### src/common/orbPkg.sv
`default_nettype none

package orbPkg;

	// ******************************
	// widths
	// ******************************
	localparam int dataW = 8;     // input byte.
	localparam int wordW = 12;    // formatted frame word.
	localparam int slotBits = 4;
	localparam int packBits = 6;
	localparam int addrW = 11;

	// ******************************
	// packet layout
	// ******************************
	localparam int dataSlots = 16;   // stored bytes per channel.
	localparam int syncSlots = 2;    // frame-sync bytes, counted only.

	// one frame address seen two ways.
	// flat index for the memory side, fields for the packer side.
	typedef union packed {
		logic [addrW-1:0] flat;
		struct packed {
			logic [packBits-1:0] packet;
			logic [slotBits-1:0] slot;
			logic chan;      // 0 even, 1 odd.
		} fld;
	} orbAddrU;

endpackage

`default_nettype wire

### src/common/orbRdIf.sv
`timescale 1ns/1ps
`default_nettype none

// read port of the frame memory, data one clock after en.
interface orbRdIf;

	logic en;
	orbPkg::orbAddrU addr;
	logic page;
	logic [orbPkg::wordW-1:0] data;

	modport rdr (
		output en,
		output addr,
		output page,
		input data
	);

	modport ram (
		input en,
		input addr,
		input page,
		output data
	);

endinterface

`default_nettype wire

### src/verilog/frameReader.sv
`timescale 1ns/1ps
`default_nettype none

module frameReader (
	input wire logic clk,
	input wire logic rst,
	input wire logic rdReq,
	input wire logic [orbPkg::addrW-1:0] rdAddr,
	input wire logic rdPage,
	output logic rdAck,
	output logic [orbPkg::wordW-1:0] rdData,
	orbRdIf.rdr rd
);

	localparam logic [1:0] IDLE = 2'd0;
	localparam logic [1:0] FETCH = 2'd1;
	localparam logic [1:0] HOLD = 2'd2;
	localparam logic [1:0] RELEASE = 2'd3;

	logic [1:0] state;

	// ******************************
	// four-phase handshake
	// ******************************
	always_ff @(posedge clk or negedge rst) begin
		if (!rst) begin
			state <= IDLE;
			rd.en <= 1'b0;
			rdAck <= 1'b0;
		end else begin
			case (state)
				IDLE: begin
					if (rdReq) begin
						rd.en <= 1'b1;     // single read strobe.
						state <= FETCH;
					end
				end
				FETCH: begin
					rd.en <= 1'b0;
					state <= HOLD;
				end
				HOLD: begin
					if (!rdAck) begin
						rdAck <= 1'b1;     // memory data has landed.
					end else if (!rdReq) begin
						rdAck <= 1'b0;
						state <= RELEASE;
					end
				end
				default: state <= IDLE;
			endcase
		end
	end

	// address and page are sampled with the request.
	always_ff @(posedge clk) begin
		if (state == IDLE && rdReq) begin
			rd.addr.flat <= rdAddr;
			rd.page <= rdPage;
		end
		if (state == HOLD && !rdAck) begin
			rdData <= rd.data;
		end
	end

endmodule

`default_nettype wire

### src/flat_wrapper.sv
// flat-port wrapper written by rule: the top's interface ports become plain ports
module frameReader_flat 
  (clk, rst, rdReq, rdAddr, rdPage, rdAck, rdData, rd_en, rd_addr, rd_page, rd_data);
  orbRdIf rd_i ();
  input wire logic clk;
  input wire logic rst;
  input wire logic rdReq;
  input wire logic [orbPkg::addrW-1:0] rdAddr;
  input wire logic rdPage;
  output logic rdAck;
  output logic [orbPkg::wordW-1:0] rdData;
  output wire logic [$bits(rd_i.en)-1:0] rd_en;
  output wire logic [$bits(rd_i.addr)-1:0] rd_addr;
  output wire logic [$bits(rd_i.page)-1:0] rd_page;
  input wire logic [$bits(rd_i.data)-1:0] rd_data;
  assign rd_en = rd_i.en;
  assign rd_addr = rd_i.addr;
  assign rd_page = rd_i.page;
  assign rd_i.data = rd_data;
  frameReader u_core (.clk(clk), .rst(rst), .rdReq(rdReq), .rdAddr(rdAddr), .rdPage(rdPage), .rdAck(rdAck), .rdData(rdData), .rd(rd_i));
endmodule
### config.mk
export PLATFORM = sky130hd
export DESIGN_NAME = frameReader_flat
export DESIGN_NICKNAME = d
export VERILOG_FILES = /design/src/common/orbPkg.sv /design/src/common/orbRdIf.sv /design/src/verilog/frameReader.sv /design/src/flat_wrapper.sv
export SDC_FILE = /design/constraint.sdc
export NUM_CORES = 1
export LEC_CHECK = 0
export BUFFER_PORTS_ARGS = -buffer_cell sky130_fd_sc_hd__buf_2
export CAP_MARGIN = 10
export CORE_UTILIZATION = 43
export DETAILED_ROUTE_END_ITERATION = 7
export PLACE_DENSITY = 0.75
export SYNTH_ARGS = -nofsm -noshare
export SYNTH_HDL_FRONTEND = slang
export SYNTH_SLANG_ARGS = --single-unit
### constraint.sdc
create_clock -name clk -period 2 [get_ports clk]
set_input_delay 0.1 -clock clk [delete_from_list [all_inputs] [get_ports clk]]
set_output_delay 0.1 -clock clk [all_outputs]
set_load 0.02 [all_outputs]
Word-level counts from Yosys, hierarchy flattened
Cells that the tools add are included.

Input port bits: 27. Output and inout bits: 26. Logic and storage cells: 26. Register bits after elaboration: 28.

Reductions and logical operators: 7. Equal/unequal tests: 5. Mux-type cells: 8.

Operator list (number): $mux W2 (3); $pmux W2 S3 (1); $ne A2 B2 Y1 const B (2); $mux W1 (3); $reduce_and A3 Y1 (1); $eq A2 B1 Y1 const B (1); $eq A2 B2 Y1 const B (1); $logic_and A1 B1 Y1 (2); $logic_not A2 Y1 (1); $ne A2 B1 Y1 const B (1); $pmux W1 S2 (1); $reduce_and A2 Y1 (1); $reduce_bool A2 Y1 (1); $logic_not A1 Y1 (1).

Longest topological paths before layout
Depth after elaboration: 3. Mapped depth: 5. Depth with buffers taken out: 5.

Worst setup path before layout
No wires, ideal clock.

Kind: flip-flop to flip-flop. Start point: register u_core.state[0]. End point: register u_core.rdData[0] (netlist name) (enable). Arrival: 1360 ps. Setup time: 382 ps. Buffers on the path: 0. Slack: 258 ps. Clock period less this slack: 1742 ps. Required time: 1618 ps. Stages on the path, launching flop included: 4. Path through: dfrtp_1 inv_1 ha_1 nor2b_1.

Cells in the longest elaborated chain, start to end: 2.

Ends and longest elaborated chain: from (decl) (line frameReader.sv:20) `logic [1:0] state;`; from (signal assigned) (line frameReader.sv:27) `state <= IDLE;`; from (signal assigned) (line frameReader.sv:35) `state <= FETCH;`; from (signal assigned) (line frameReader.sv:40) `state <= HOLD;`; $eq A2 B2 Y1 (line frameReader.sv:61) `if (state == HOLD && !rdAck) begin`; $logic_and A1 B1 Y1 (line frameReader.sv:61); to (signal assigned) (line frameReader.sv:62) `rdData <= rd.data;`; to (decl) (line frameReader.sv:11) `output logic [orbPkg::wordW-1:0] rdData,`.

No other way between the ends. A chain may end at the register's enable or synchronous reset.

Final worst setup path
Start point: register u_core.state[0]. End point: register u_core.rdData[11] (netlist name) (enable).

The elaborated chain is that of the path after synthesis.

==> flow_metrics.env <==
export IMPL_ys_ff_latch=28
export IMPL_clk_latency_ns=0.32
export IMPL_grt_usage=0.168
export IMPL_hold_ws_ns=0.104
export IMPL_clock_root_buffer="clkbuf_4"
export IMPL_clockBufferDepth=2
export IMPL_cp_data_arrival_time_ns=1.49
export IMPL_cts_sinks=28
export IMPL_final_common_cell="buf_2"
export IMPL_ff_latch_area_um2=821
export IMPL_postCtsSetupRepairBufs=0
export IMPL_reg2reg_depth=4
export IMPL_netlist_area_um2=1000
export IMPL_worst_setup_path_end_kind="flip-flop"
export IMPL_yosysSeqAreaShare=0.819
export IMPL_syn_to_final_growth_pct=57.8
export IMPL_die_w_um=50.3
export IMPL_skew_ns=0.0166
export IMPL_dieArea_um2=2530
export IMPL_power_frac_comb=0.359
export IMPL_yosysTopAreaCellShare=0.719
export IMPL_overflow=0
export IMPL_antenna_found_initial=0
export IMPL_crit_fanout=12
export IMPL_timing_slew_headroom=0.815
export IMPL_antenna_left=0
export IMPL_antennaDiodeCount=0
export IMPL_cts_tree="yes"
export IMPL_numCtsBuffers=3
export IMPL_grt_pass1_vias=690
export IMPL_syn_area_per_cell_um2=21.3
export IMPL_p_leak_uw=0.000690
export IMPL_min_period_over_period=0.734
export IMPL_final_max_slew_violation_count=0
export IMPL_hp_class="input pin to asynchronous set/reset pin"
export IMPL_core_area_um2=2210
export IMPL_fin_ws_ns=0.533
export IMPL_core_rowCount=17
export IMPL_place_ws_ns=0.548
export IMPL_grt_start_max_net_pins=16
export IMPL_rsz0062_at_grt="no"
export IMPL_post_drt_wl_per_cell_um=12.4
export IMPL_swShare=0.326
export IMPL_drtIter0Drc=9
export IMPL_die_h_um=50.3
export IMPL_r2r_slack_ns=0.53
export IMPL_synthCells=47
export IMPL_power_density_nw_per_um2=1060
export IMPL_via_per_inst=4.43
export IMPL_setup_viol=0
export IMPL_required_ns=2.03
export IMPL_drive_above_1_share=0.473
export IMPL_nNetsFinal=162
export IMPL_port_buffers=52
export IMPL_seq_power_share=0.509
export IMPL_maxCapViolations=0
export IMPL_nFillCells=156
export IMPL_grt_pass1_wl_um=3040
export IMPL_yosys_warnings=0
export IMPL_cts_htree_levels=1
export IMPL_status="completed"
export IMPL_drt_wl_total_um=1950
export IMPL_fin_crit_ns=1.47
export IMPL_start_util=0.453
export IMPL_path_clk_slew_ns=0.12
export IMPL_mostFrequentLayoutCells="buf_2, dlygate4sd3_1, edfxtp_1"
export IMPL_hold_violations=0
export IMPL_worst_r2r_endpoint="u_core.rdData[11]"
export IMPL_yosys_area_top_type="edfxtp_1"
export IMPL_synth_area_top_cells="edfxtp_1, dfrtp_1, ha_1, a21oi_4, mux2_4"
export IMPL_syn_nets=79
export IMPL_start_kind="flip-flop"
export IMPL_max_freq_ghz=0.682
export IMPL_first_pass_iters=4
export IMPL_setup_tns_ns=0
export IMPL_internal_power_uw=1130
export IMPL_p_clk_frac=0.132
export IMPL_worst_pin_slew_ns=0.278
export IMPL_drc_errors=0
export IMPL_num_vias=696
export IMPL_vdd_ir_drop_max_mv=0.827
export IMPL_ios=53
export IMPL_ys_types=15
export IMPL_place_hpwl_um=1200
export IMPL_crit_type="flip-flop to flip-flop"
export IMPL_gp_congestion=0.736
export IMPL_multi_input_area_um2=174
export IMPL_r2r_start="u_core.state[0]"
export IMPL_p_switching_uw=548
-- metal layers --
| metal | global-route usage | wire length (µm) |
|---|---|---|
| met4 | 0.100 | 46 |
| met1 | 0.182 | 764 |
| met3 | 0.0121 | 110 |
| met2 | 0.316 | 1030 |
| met5 | 0 | 0 |
-- cells in the mapped netlist --
cell,instances
mux2i_1,1
dfrtp_1,4
a21oi_1,1
ha_1,5
nand3b_1,1
o21ai_1,1
mux2_2,1
and2_2,1
nand2b_4,1
edfxtp_1,24
nor2b_1,2
a21oi_4,1
mux2_4,1
o21bai_1,1
inv_1,2
-- critical path, cell delays in order, from the launching register on --
cell,delay (ns)
dfrtp_1,0.42
inv_1,0.13
ha_1,0.28
nor2b_1,0.17
buf_4,0.20
-- power by group through the flow --
stage	combinational [µW]	sequential [µW]	clock, µW
floorplan	255	999	0
global route	663	871	248
detailed placement	568	868	0
CTS	609	855	228
global placement	557	862	0
finish	604	855	223
-- flip-flops by register name (all words and copies together), names as in the netlist --
register and cells:
u_core.state 2, u_core.rdAck 1, u_core.rdData 12, u_core.rd.page 1, u_core.rd.en 1, u_core.rd.addr 11
-- kinds of logic after synthesis --
logic type               after synthesis  synth area share
flip-flops                            28             0.819
buffers and inverters                  2           0.00749
AO/OA/AOI/OAI                          4            0.0337
adder cells (fa/ha/maj)                5            0.0624
AND/OR/NAND/NOR                        5            0.0412
multiplexers                           3            0.0362
-- worst max-delay path by stage --
| stage | start | to | slack [ns] | depth (start not counted) |
|---|---|---|---|---|
| floorplan | u_core.state[0] | u_core.rdData[0] | 0.26 | 3 |
| global placement | u_core.state[0] | u_core.rdData[0] | 0.60 | 4 |
| detailed placement | u_core.state[0] | u_core.rdData[4] | 0.55 | 4 |
| CTS | u_core.state[0] | u_core.rdData[11] | 0.51 | 4 |
| global route | u_core.state[0] | u_core.rdData[0] | 0.44 | 4 |
| finish | u_core.state[0] | u_core.rdData[11] | 0.53 | 4 |
-- per-stage QoR --
| stage | area, µm² | utilization | total power [µW] | cells |
|---|---|---|---|---|
| after global placement | 1310 | 0.590 | 1420 | 128 |
| final | 1580 | 0.715 | 1680 | 157 |
| after floorplan | 1000 | - | 1250 | 47 |
| after CTS | 1580 | 0.715 | 1690 | 157 |
| after global routing | 1580 | 0.715 | 1780 | 157 |
| after detailed placement | 1310 | 0.590 | 1440 | 128 |
-- what timing repair did --
action,4_1_cts,5_1_grt
gates resized for setup,0,0
hold buffers,25,0
hold endpoints to repair,28,0
-- cell type report --
type | instances | share of cell area
well taps | 28 | 0.0222
repair buffers | 78 | 0.328
flip-flops and latches | 28 | 0.519
clock buffers | 4 | 0.0166
inverters | 2 | 0.00475
multi-input cells | 17 | 0.110
Power figures use the tool's default switching activity.
