`src/common/orbPkg.sv`:
```
`default_nettype none

package orbPkg;

	// ******************************
	// widths
	// ******************************
	localparam int dataW = 8;     // input byte.
	localparam int wordW = 12;    // formatted frame word.
	localparam int slotBits = 4;
	localparam int packBits = 6;
	localparam int addrW = 11;

	// ******************************
	// packet layout
	// ******************************
	localparam int dataSlots = 16;   // stored bytes per channel.
	localparam int syncSlots = 2;    // frame-sync bytes, counted only.

	// one frame address seen two ways.
	// flat index for the memory side, fields for the packer side.
	typedef union packed {
		logic [addrW-1:0] flat;
		struct packed {
			logic [packBits-1:0] packet;
			logic [slotBits-1:0] slot;
			logic chan;      // 0 even, 1 odd.
		} fld;
	} orbAddrU;

endpackage

`default_nettype wire

```
`src/orbPacker/chanCapture.sv`:
```
`timescale 1ns/1ps
`default_nettype none

module chanCapture (
	input wire logic clk,
	input wire logic rst,
	input wire logic strob,
	input wire logic [orbPkg::dataW-1:0] data,
	input wire logic pageSw,
	output logic take,
	output logic [orbPkg::wordW-1:0] word,
	output logic strobLvl,
	output logic pageLvl
);

	logic [1:0] strobSync;
	logic [1:0] swSync;
	logic strobPrev;    // edge register.
	logic rise;

	// ******************************
	// synchronizers
	// ******************************
	always_ff @(posedge clk or negedge rst) begin
		if (!rst) begin
			strobSync <= 2'b00;
			swSync <= 2'b00;
			strobPrev <= 1'b0;
			take <= 1'b0;
		end else begin
			strobSync <= {strobSync[0], strob};
			swSync <= {swSync[0], pageSw};
			strobPrev <= strobSync[1];
			take <= rise;
		end
	end

	assign rise = strobSync[1] & ~strobPrev;
	assign strobLvl = strobSync[1];
	assign pageLvl = swSync[1];

	// byte is stable while the strobe is high.
	// frame word is a zero bit, the byte, then three zeros.
	always_ff @(posedge clk) begin
		if (rise) begin
			word <= {1'b0, data, 3'b000};
		end
	end

endmodule

`default_nettype wire

```
`config.mk`:
```
export PLATFORM = sky130hd
export DESIGN_NAME = chanCapture
export DESIGN_NICKNAME = d
export VERILOG_FILES = /design/src/common/orbPkg.sv /design/src/orbPacker/chanCapture.sv
export SDC_FILE = /design/constraint.sdc
export NUM_CORES = 1
export LEC_CHECK = 0
export BUFFER_PORTS_ARGS = -buffer_cell sky130_fd_sc_hd__buf_2
export CELL_PAD_IN_SITES_DETAIL_PLACEMENT = 0
export CELL_PAD_IN_SITES_GLOBAL_PLACEMENT = 1
export CORE_UTILIZATION = 30
export CTS_CLUSTER_SIZE = 12
export DETAILED_ROUTE_END_ITERATION = 12
export PLACE_DENSITY_LB_ADDON = 0.1
export SKIP_CTS_REPAIR_TIMING = 1
export SYNTH_ARGS = -nofsm -noshare
export SYNTH_HDL_FRONTEND = slang
export SYNTH_SLANG_ARGS = --single-unit
```
`constraint.sdc`:
```
create_clock -name clk -period 1.1 [get_ports clk]
set_input_delay 0.055 -clock clk [delete_from_list [all_inputs] [get_ports clk]]
set_output_delay 0.055 -clock clk [all_outputs]
set_load 0.03 [all_outputs]
```
# Word-level counts from Yosys, hierarchy flattened
# Cells that the tools add are included.
# totals
ff_bits	14
inputBits	12
output_inout_bits	15
# op_classes
bitwise	2
# op_table
op	n
1-bit bitwise AND	1
1-bit NOT	1

# Logic depth before layout (Yosys ltp)
# Gate-level depths: netlist (run 1).
# depth
word_depth	2
mapped_depth	1
depth_no_buf	1

# Least setup slack after synthesis (run 1)
# Ideal clock, no wire load.
# synth_timing
kind	reg-to-reg
from	register strobSync[1]
to	register word[10] (netlist name) (enable)
setup_time_ps	319
t_arrival_ps	802
required_time_ps	781
slack_ps	-21
stages_incl_launch_ff	2
n_path_buf	0
synth_period_minus_slack_ps	1121
path_cell_list	dfrtp_1 > nor2b_4
# synth_between
elab_chain_len	1
# synth_rtl
item	line_no	rtl
from (decl)	chanCapture.sv:16	logic [1:0] strobSync;
from (signal assigned)	chanCapture.sv:31	strobSync <= {strobSync[0], strob};
1-bit bitwise AND	chanCapture.sv:38	assign rise = strobSync[1] & ~strobPrev;
via rise	chanCapture.sv:19	logic rise;
to (signal assigned)	chanCapture.sv:46	word <= {1'b0, data, 3'b000};
to (decl)	chanCapture.sv:11	output logic [orbPkg::wordW-1:0] word,
# The timed path passes the listed nets, and every way through them passes these cells.
# A chain may end at the register's enable or synchronous reset.

# Worst setup path after layout (run 1)
# layout_timing
from	register strobSync[1]
to	register word[9] (netlist name) (enable)
# The elaborated chain is that of the path after synthesis.

==> results.json, run 1 <==
{
  "p_leak_nw": 0.314,
  "clk_pin_slew_ns": 0.08,
  "rows": 13,
  "cts_max_level": 1,
  "track_usage_pct": 10.0,
  "cpPeakStageDelay_ns": 0.37,
  "final_antenna_net_count": 0,
  "dpl.hpwl_um": 521,
  "ir_drop_uv": 757,
  "hold_class": "primary input to asynchronous set/reset pin",
  "antenna_cells": 0,
  "tritoncts": "yes",
  "drc_errors": 0,
  "fin_crit_ns": 0.969,
  "ys_ff_latch": 14,
  "critPathLaunchType": "flop",
  "critPathMaxFanout": 9,
  "worstPathRequired_ns": 1.06,
  "grt_max_degree": 10,
  "synth_cell_types": 5,
  "ff2ff_setup_slack_ns": 0.13,
  "yosys_warnings": 0,
  "drtIter0Drc": 0,
  "timing.hold.ws_ns": 0.125,
  "path_buf_inv": 0,
  "cp.depth": 1,
  "drt-total-wl_um": 753,
  "syn_area_um2": 438,
  "fin_skew_ns": 0.00526,
  "area_delta_synth_final_pct": 56.6,
  "reg2reg_from": "strobSync[1]$_DFF_PN0_",
  "grt_pass1_vias": 247,
  "setup_viol": 0,
  "clock-sinks": 14,
  "seq_area_frac_synth_pct": 89.1,
  "drive_gt1_share_pct": 48.2,
  "layout.cells.most_common": "buf_2",
  "dr_total_vias": 263,
  "worstSetupEndpointType": "flop",
  "worstPathCellList": "nor2b_4",
  "dieArea_um2": 1620,
  "finalWeightedCongestion": 0.576,
  "die_w_um": 40.2,
  "slew_violations": 0,
  "nFillCells": 127,
  "final_cell_mix": "22 x buf_2, 11 x dlygate4sd3_1, 8 x edfxtp_1, 5 x dfrtp_1, 4 x conb_1",
  "first_pass_iters": 1,
  "arrival_ns": 0.93,
  "rsz0062_at_grt": "false",
  "synth_top_cell_area_share_pct": 54.9,
  "critPathKind": "flop to flop",
  "nNetsFinal": 69,
  "syn_area_per_cell_um2": 21.9,
  "crit_start": "strobSync[1]$_DFF_PN0_",
  "num_io_pins": 27,
  "io_buffer_count": 22,
  "core_um2": 1330,
  "cellPowerDensity_nw_per_um2": 1480,
  "fmax_mhz": 1030,
  "clkLatencyLatePin_ns": 0.27,
  "fin_crit_sh_pct": 88.1,
  "cts-buffers-inserted": 3,
  "setup_tns_ns": 0,
  "initial_utilization_pct": 32.8,
  "die_y_um": 40.2,
  "critical_path.top_delay_family": "flip-flops",
  "syn_inst": 20,
  "fin_ws_ns": 0.131,
  "synthTopCellsByArea": "edfxtp_1 55%, dfrtp_1 34%, buf_4 6.9%",
  "placedInstanceArea_um2": 549,
  "design_area_um2": 686,
  "synth_area_leader_cell": "edfxtp_1",
  "grt_antenna_before_repair": 0,
  "r2r_cells": 1,
  "outcome": "complete, no violations",
  "pre_cts_slack_ns": 0.132,
  "hold_viol_final": 0,
  "via_per_inst": 3.70,
  "critPathSlowestCell": "dfrtp_2",
  "cts_buffer_depth": 2,
  "cts-root-buf": "clkbuf_4",
  "grt_overflow": 0,
  "maxCapViolations": 0,
  "post_drt_wl_per_cell_um": 10.6,
  "grt_pass1_wl_um": 959
}
[per-layer routing]
layer | GRT usage, % | part of all wire [%] | vias up
met2 | 17.3 | 53 | 12
met1 | 9.35 | 40 | 121
li1 | - | - | 130
met3 | 3.89 | 6.9 | 0
met5 | 0 | 0 | -
met4 | 7.50 | 0 | 0
[cells in the mapped netlist, drive strengths merged]
cell type / count
buf: 4
conb: 1
dfrtp: 6
edfxtp: 8
nor2b: 1
[worst paths after layout]
| kind | end |
|---|---|
| setup / recovery | word[9]$_DFFE_PP_ |
| hold / removal | swSync[0]$_DFF_PN0_ |
| setup reg to reg | word[9]$_DFFE_PP_ |
| hold reg to reg | strobSync[1]$_DFF_PN0_ |
| max in group asynchronous | strobSync[1]$_DFF_PN0_ |
| min in group clk | strobSync[1]$_DFF_PN0_ |
[state kept, by name, summed over array words and instances (netlist names)]
name	cells
strobSync	2
swSync	2
word	8
take	1
strobPrev	1
[logic make-up (layout without fill, tap and decap cells)]
logic type             Yosys count  after routing  synth area share (%)
other                            1              4                 0.856
DFF                             14             14                  89.1
buffers and inverters            4             37                  6.86
and+or+nand+nor                  1              1                  3.14
[metrics by stage]
step | utilization (%) | power (mW) | cells
floorplan | - | 0.673 | 23
global placement | 41.2 | 0.700 | 56
detailed placement | 41.2 | 0.703 | 56
CTS | 43.2 | 0.996 | 60
global route | 51.4 | 1.06 | 71
finish | 51.4 | 1.01 | 71
[cell type report]
type                            instances  area (µm²)  share of cell area, %
Sequential cell                        14         392                   57.1
Multi-Input combinational cell          5        28.8                   4.20
Timing Repair Buffer                   33         220                   32.1
Tap cell                               15        18.8                   2.74
Clock buffer                            4        26.3                   3.83
[report_power, final]
part	switching (mW)	internal, mW	leakage (nW)
logic	0.0784	0.0533	0.154
registers	0.00727	0.582	0.145
clock network	0.153	0.140	0.0150
(Power assumes the default switching activity.)
==> run 2, diff against run 1 <==
--- a/config.mk
+++ b/config.mk
@@ -8,6 +8,7 @@
 export BUFFER_PORTS_ARGS = -buffer_cell sky130_fd_sc_hd__buf_2
 export CELL_PAD_IN_SITES_DETAIL_PLACEMENT = 0
 export CELL_PAD_IN_SITES_GLOBAL_PLACEMENT = 1
+export CORE_MARGIN = 5
 export CORE_UTILIZATION = 30
 export CTS_CLUSTER_SIZE = 12
 export DETAILED_ROUTE_END_ITERATION = 12
==> constraint.sdc (replaced) <==
create_clock -name clk -period 0.9 [get_ports clk]
set_input_delay 0.045 -clock clk [delete_from_list [all_inputs] [get_ports clk]]
set_output_delay 0.045 -clock clk [all_outputs]
set_load 0.03 [all_outputs]
==> run 2 against run 1 <==
  * The run now ends with setup timing left
  * Clock power up 17%
  * Clock skew down 0.0046 ns
  * Die area grew 44%
  * Sequential cell count is the same
  * Critical endpoint is now strobLvl
==> results.json, run 2 (synthesis gave the netlist of run 1 again) <==
{
  "outcome": "finished, violations left",
  "violations": "setup timing",
  "dieArea_um2": 2320,
  "path_buf_inv": 2,
  "arrival_ns": 0.92,
  "ir_drop_uv": 1080,
  "power.internal_mw": 0.963,
  "setup_viol": 9,
  "cts-root-buf": "clkbuf_4",
  "netSwitchingPower_mw": 0.278,
  "critPathKind": "flop to primary output",
  "finalWeightedCongestion": 0.607,
  "crit_top_cell": "buf_6",
  "clock-sinks": 14,
  "total_power_mw": 1.24,
  "maxCapViolations": 0,
  "pwr-share-clk_pct": 27.6,
  "critPathMaxFanout": 2,
  "die_y_um": 48.2,
  "timing.hold.ws_ns": 0.119,
  "grt_overflow": 0,
  "combPwrFrac_pct": 14.3,
  "slew_violations": 0,
  "fmax_mhz": 1040,
  "seqPwrFrac_pct": 58.1,
  "nNetsFinal": 70,
  "rsz0062_at_grt": "true",
  "largest_register": "word",
  "clkLatencyLatePin_ns": 0.27,
  "fin_ws_ns": -0.0638,
  "pre_cts_slack_ns": -0.0431,
  "track_usage_pct": 7.42,
  "drc_errors": 0,
  "grt_pass1_wl_um": 1020,
  "fin_crit_sh_pct": 107,
  "final_cell_mix": "17 x buf_2, 11 x dlygate4sd3_1, 8 x edfxtp_1, 6 x buf_6, 5 x dfrtp_1",
  "layout.cells.most_common": "buf_2",
  "swShare_pct": 22.4,
  "ff2ff_setup_slack_ns": -0.04,
  "fin_crit_ns": 0.964,
  "area_delta_synth_final_pct": 66.3,
  "cellPowerDensity_nw_per_um2": 1700,
  "drtIter0Drc": 4,
  "crit_start": "strobSync[1]$_DFF_PN0_",
  "worstPathRequired_ns": 0.85,
  "antenna_cells": 0,
  "num_io_pins": 27,
  "rows": 13,
  "drive_gt1_share_pct": 49.1,
  "core_um2": 1330,
  "die_w_um": 48.2,
  "hold_viol_final": 0,
  "largest_reg_flops": 8,
  "critPathSlowestCell": "dfrtp_2",
  "via_per_inst": 3.75,
  "hold_class": "primary input to asynchronous set/reset pin",
  "post_drt_wl_per_cell_um": 10.8,
  "critPathLaunchType": "flop",
  "top_regs": "word x8, strobSync x2, swSync x2",
  "final_antenna_net_count": 0,
  "cts-buffers-inserted": 3,
  "io_buffer_count": 22,
  "cts_max_level": 1,
  "reg2reg_from": "strobPrev$_DFF_PN0_",
  "grt_max_degree": 10,
  "grt_pass1_vias": 216,
  "dr_total_vias": 270,
  "fin_skew_ns": 0.000692,
  "grt_antenna_before_repair": 0,
  "first_pass_iters": 4,
  "tritoncts": "yes",
  "drt-total-wl_um": 774,
  "cpPeakStageDelay_ns": 0.41,
  "p_leak_nw": 0.330,
  "worstPathCellList": "buf_6, buf_6",
  "critical_path.top_delay_family": "flip-flops",
  "cts_buffer_depth": 2,
  "worstSetupEndpointType": "primary output",
  "clk_pin_slew_ns": 0.07,
  "initial_utilization_pct": 32.8,
  "nFillCells": 114
}
-- run 2: cell type report --
| cell class | count | area (µm²) | area share [%] |
|---|---|---|---|
| clock buffers | 4 | 26.3 | 3.61 |
| well taps | 15 | 18.8 | 2.58 |
| multi-input cells | 5 | 28.8 | 3.95 |
| flip-flops and latches | 14 | 392 | 53.8 |
| repair buffers | 34 | 263 | 36.1 |
-- run 2: layer usage --
layer	vias to the layer above	global-route usage, %	part of all wire [%]
met1	117	6.57	34
li1	133	-	-
met5	-	0	0
met4	0	8.06	1.3
met2	18	10.7	48
met3	2	4.80	16
-- run 2: worst paths after layout --
kind / end / cells after the start
max: strobLvl / 2
min: take$_DFF_PN0_ / 2
max reg2reg: word[3]$_DFFE_PP_ / 1
min reg2reg: strobSync[1]$_DFF_PN0_ / 0
max in group asynchronous: strobSync[1]$_DFF_PN0_ / 2
min in group clk: strobSync[1]$_DFF_PN0_ / 0
-- run 2: through the flow --
| step | utilization (%) | std cells | cell area [µm²] | setup TNS (ns) |
|---|---|---|---|---|
| after CTS | 43.7 | 61 | 583 | -0.528 |
| after global routing | 54.6 | 72 | 728 | -0.764 |
| after floorplan | - | 23 | 450 | -1.02 |
| after global placement | 41.7 | 57 | 557 | -0.243 |
| final | 54.6 | 72 | 728 | -0.375 |
| after detailed placement | 41.7 | 57 | 557 | -0.344 |
-- run 2: power by group through the flow --
stage | clock (mW) | combinational (mW) | sequential, mW
floorplan | 0 | 0.0440 | 0.779
global placement | 0 | 0.128 | 0.732
detailed placement | 0 | 0.129 | 0.734
CTS | 0.366 | 0.129 | 0.719
global route | 0.391 | 0.190 | 0.724
finish | 0.343 | 0.177 | 0.721
==> run 3, diff against run 2 <==
--- a/config.mk
+++ b/config.mk
@@ -9,7 +9,7 @@
 export CELL_PAD_IN_SITES_DETAIL_PLACEMENT = 0
 export CELL_PAD_IN_SITES_GLOBAL_PLACEMENT = 1
 export CORE_MARGIN = 5
-export CORE_UTILIZATION = 30
+export CORE_UTILIZATION = 32
 export CTS_CLUSTER_SIZE = 12
 export DETAILED_ROUTE_END_ITERATION = 12
 export PLACE_DENSITY_LB_ADDON = 0.1
@@ -17,3 +17,4 @@
 export SYNTH_ARGS = -nofsm -noshare
 export SYNTH_HDL_FRONTEND = slang
 export SYNTH_SLANG_ARGS = --single-unit
+export TNS_END_PERCENT = 50
==> constraint.sdc (replaced) <==
create_clock -name clk -period 1.15 [get_ports clk]
set_input_delay 0 -clock clk [delete_from_list [all_inputs] [get_ports clk]]
set_output_delay 0 -clock clk [all_outputs]
set_load 0.03 [all_outputs]
==> run 3 against run 2 <==
  * The run now ends clean
  * Global-route usage increased by 0.28 points
  * Wire length fell by 0.39%
  * Utilization is 2.0 points lower
  * Clock skew is 0.0097 ns higher
  * Sequential share of layout area is 3.3 points higher
  * Die area down 5.0%
  * Sequential power shrank 22%
  * Register-to-register slack improved by 0.18 ns
  * Total power fell by 23%
  * Highest routed layer is now met3
==> results.json, run 3 (synthesis gave the netlist of run 1 again) <==
{
  "timing.hold.ws_ns": 0.0658,
  "die_y_um": 47.0,
  "maxCapViolations": 0,
  "use_met1_pct": 7.11,
  "critical_path.top_delay_family": "flip-flops",
  "power.internal_mw": 0.742,
  "grt_pass1_wl_um": 1070,
  "grt_pass1_vias": 242,
  "core_um2": 1300,
  "ir_drop_uv": 882,
  "top_regs": "word x8, strobSync x2, swSync x2",
  "track_usage_pct": 7.70,
  "path_buf_inv": 0,
  "arrival_ns": 0.96,
  "first_pass_iters": 3,
  "seqPwrFrac_pct": 58.8,
  "grt_max_degree": 10,
  "initial_utilization_pct": 33.7,
  "critPathMaxFanout": 9,
  "swShare_pct": 22.6,
  "post_drt_wl_per_cell_um": 10.9,
  "nNetsFinal": 69,
  "largest_reg_flops": 8,
  "num_io_pins": 27,
  "largest_register": "word",
  "cp.depth": 1,
  "p_leak_nw": 0.315,
  "fmax_mhz": 990,
  "drive_gt1_share_pct": 46.4,
  "fin_skew_ns": 0.0104,
  "cellPowerDensity_nw_per_um2": 1400,
  "final_antenna_net_count": 0,
  "area_delta_synth_final_pct": 56.3,
  "setup_tns_ns": 0,
  "fin_crit_sh_pct": 87.9,
  "ff2ff_setup_slack_ns": 0.14,
  "grt.met3_usage_pct": 5.75,
  "rsz0062_at_grt": "false",
  "critPathKind": "flop to flop",
  "worstPathCellList": "nor2b_4",
  "combPwrFrac_pct": 13.1,
  "grt_antenna_before_repair": 0,
  "drtIter0Drc": 3,
  "gr-usage-met2_pct": 12.7,
  "dr_total_vias": 280,
  "cts-buffers-inserted": 3,
  "antenna_cells": 0,
  "via_per_inst": 3.94,
  "r2r_cells": 1,
  "setup_viol": 0,
  "cts_buffer_depth": 2,
  "io_buffer_count": 22,
  "reg2reg_from": "strobSync[1]$_DFF_PN0_",
  "worstSetupEndpointType": "flop",
  "drc_errors": 0,
  "finalWeightedCongestion": 0.621,
  "worstPathRequired_ns": 1.10,
  "cts_max_level": 1,
  "final_cell_mix": "22 x buf_2, 11 x dlygate4sd3_1, 8 x edfxtp_1, 6 x dfrtp_1, 4 x conb_1",
  "outcome": "complete, no violations",
  "hold_viol_final": 0,
  "pwr-share-clk_pct": 28.1,
  "die_w_um": 47.0,
  "netSwitchingPower_mw": 0.217,
  "hold_class": "primary input to asynchronous set/reset pin",
  "r2r-end": "word[10]$_DFFE_PP_",
  "grt_overflow": 0,
  "cts-root-buf": "clkbuf_4",
  "critPathSlowestCell": "dfrtp_1",
  "clk_pin_slew_ns": 0.08,
  "critPathLaunchType": "flop",
  "clock-sinks": 14,
  "layout.cells.most_common": "buf_2",
  "slew_violations": 0,
  "dieArea_um2": 2210,
  "clkLatencyLatePin_ns": 0.27,
  "top_usage_layer": "met2",
  "tritoncts": "yes",
  "rows": 13,
  "fin_crit_ns": 1.01,
  "cpPeakStageDelay_ns": 0.38,
  "drt-total-wl_um": 771
}
==> run 3: cell count changes in the layout (fill, tap and decap cells not counted), sizes merged <==
cell	delta
buf	-1
==> run 3: per-stage QoR <==
stage	power (mW)	cells	cell area [µm²]	setup WS, ns	utilization [%]
2_1_floorplan	0.644	23	449	0.0290	-
3_3_place_gp	0.669	56	548	0.196	42.1
3_5_place_dp	0.673	56	548	0.159	42.1
4_1_cts	0.950	60	574	0.133	44.1
5_1_grt	1.02	71	684	0.0727	52.6
6_report	0.958	71	684	0.140	52.6
==> run 3: worst max path at each step <==
stage	start	end
finish	strobSync[1]$_DFF_PN0_	word[10]$_DFFE_PP_
global route	strobSync[1]$_DFF_PN0_	word[6]$_DFFE_PP_
detailed placement	strobSync[1]$_DFF_PN0_	word[8]$_DFFE_PP_
global placement	strobPrev$_DFF_PN0_	word[7]$_DFFE_PP_
CTS	strobSync[1]$_DFF_PN0_	word[6]$_DFFE_PP_
floorplan	strobSync[1]$_DFF_PN0_	word[10]$_DFFE_PP_
==> run 3: cell type report <==
type                       instances  area [µm²]
fill                             131         617
timing repair buffer              33         220
clock buffer                       4        26.3
multi-input combinational          5        28.8
sequential                        14         390
tap                               15        18.8
==> run 3: layer usage <==
layer / routed length, µm / vias to the layer above
met5: 0 / -
met1: 237 / 133
met3: 85 / 0
li1: - / 133
met2: 449 / 14
met4: 0 / 0
==> run 3: power groups by stage <==
| stage | clock (mW) | combinational (mW) | sequential, mW |
|---|---|---|---|
| final | 0.269 | 0.125 | 0.564 |
| after global routing | 0.314 | 0.135 | 0.566 |
| after CTS | 0.288 | 0.0983 | 0.564 |
| after detailed placement | 0 | 0.0982 | 0.575 |
| after global placement | 0 | 0.0965 | 0.573 |
| after floorplan | 0 | 0.0344 | 0.609 |
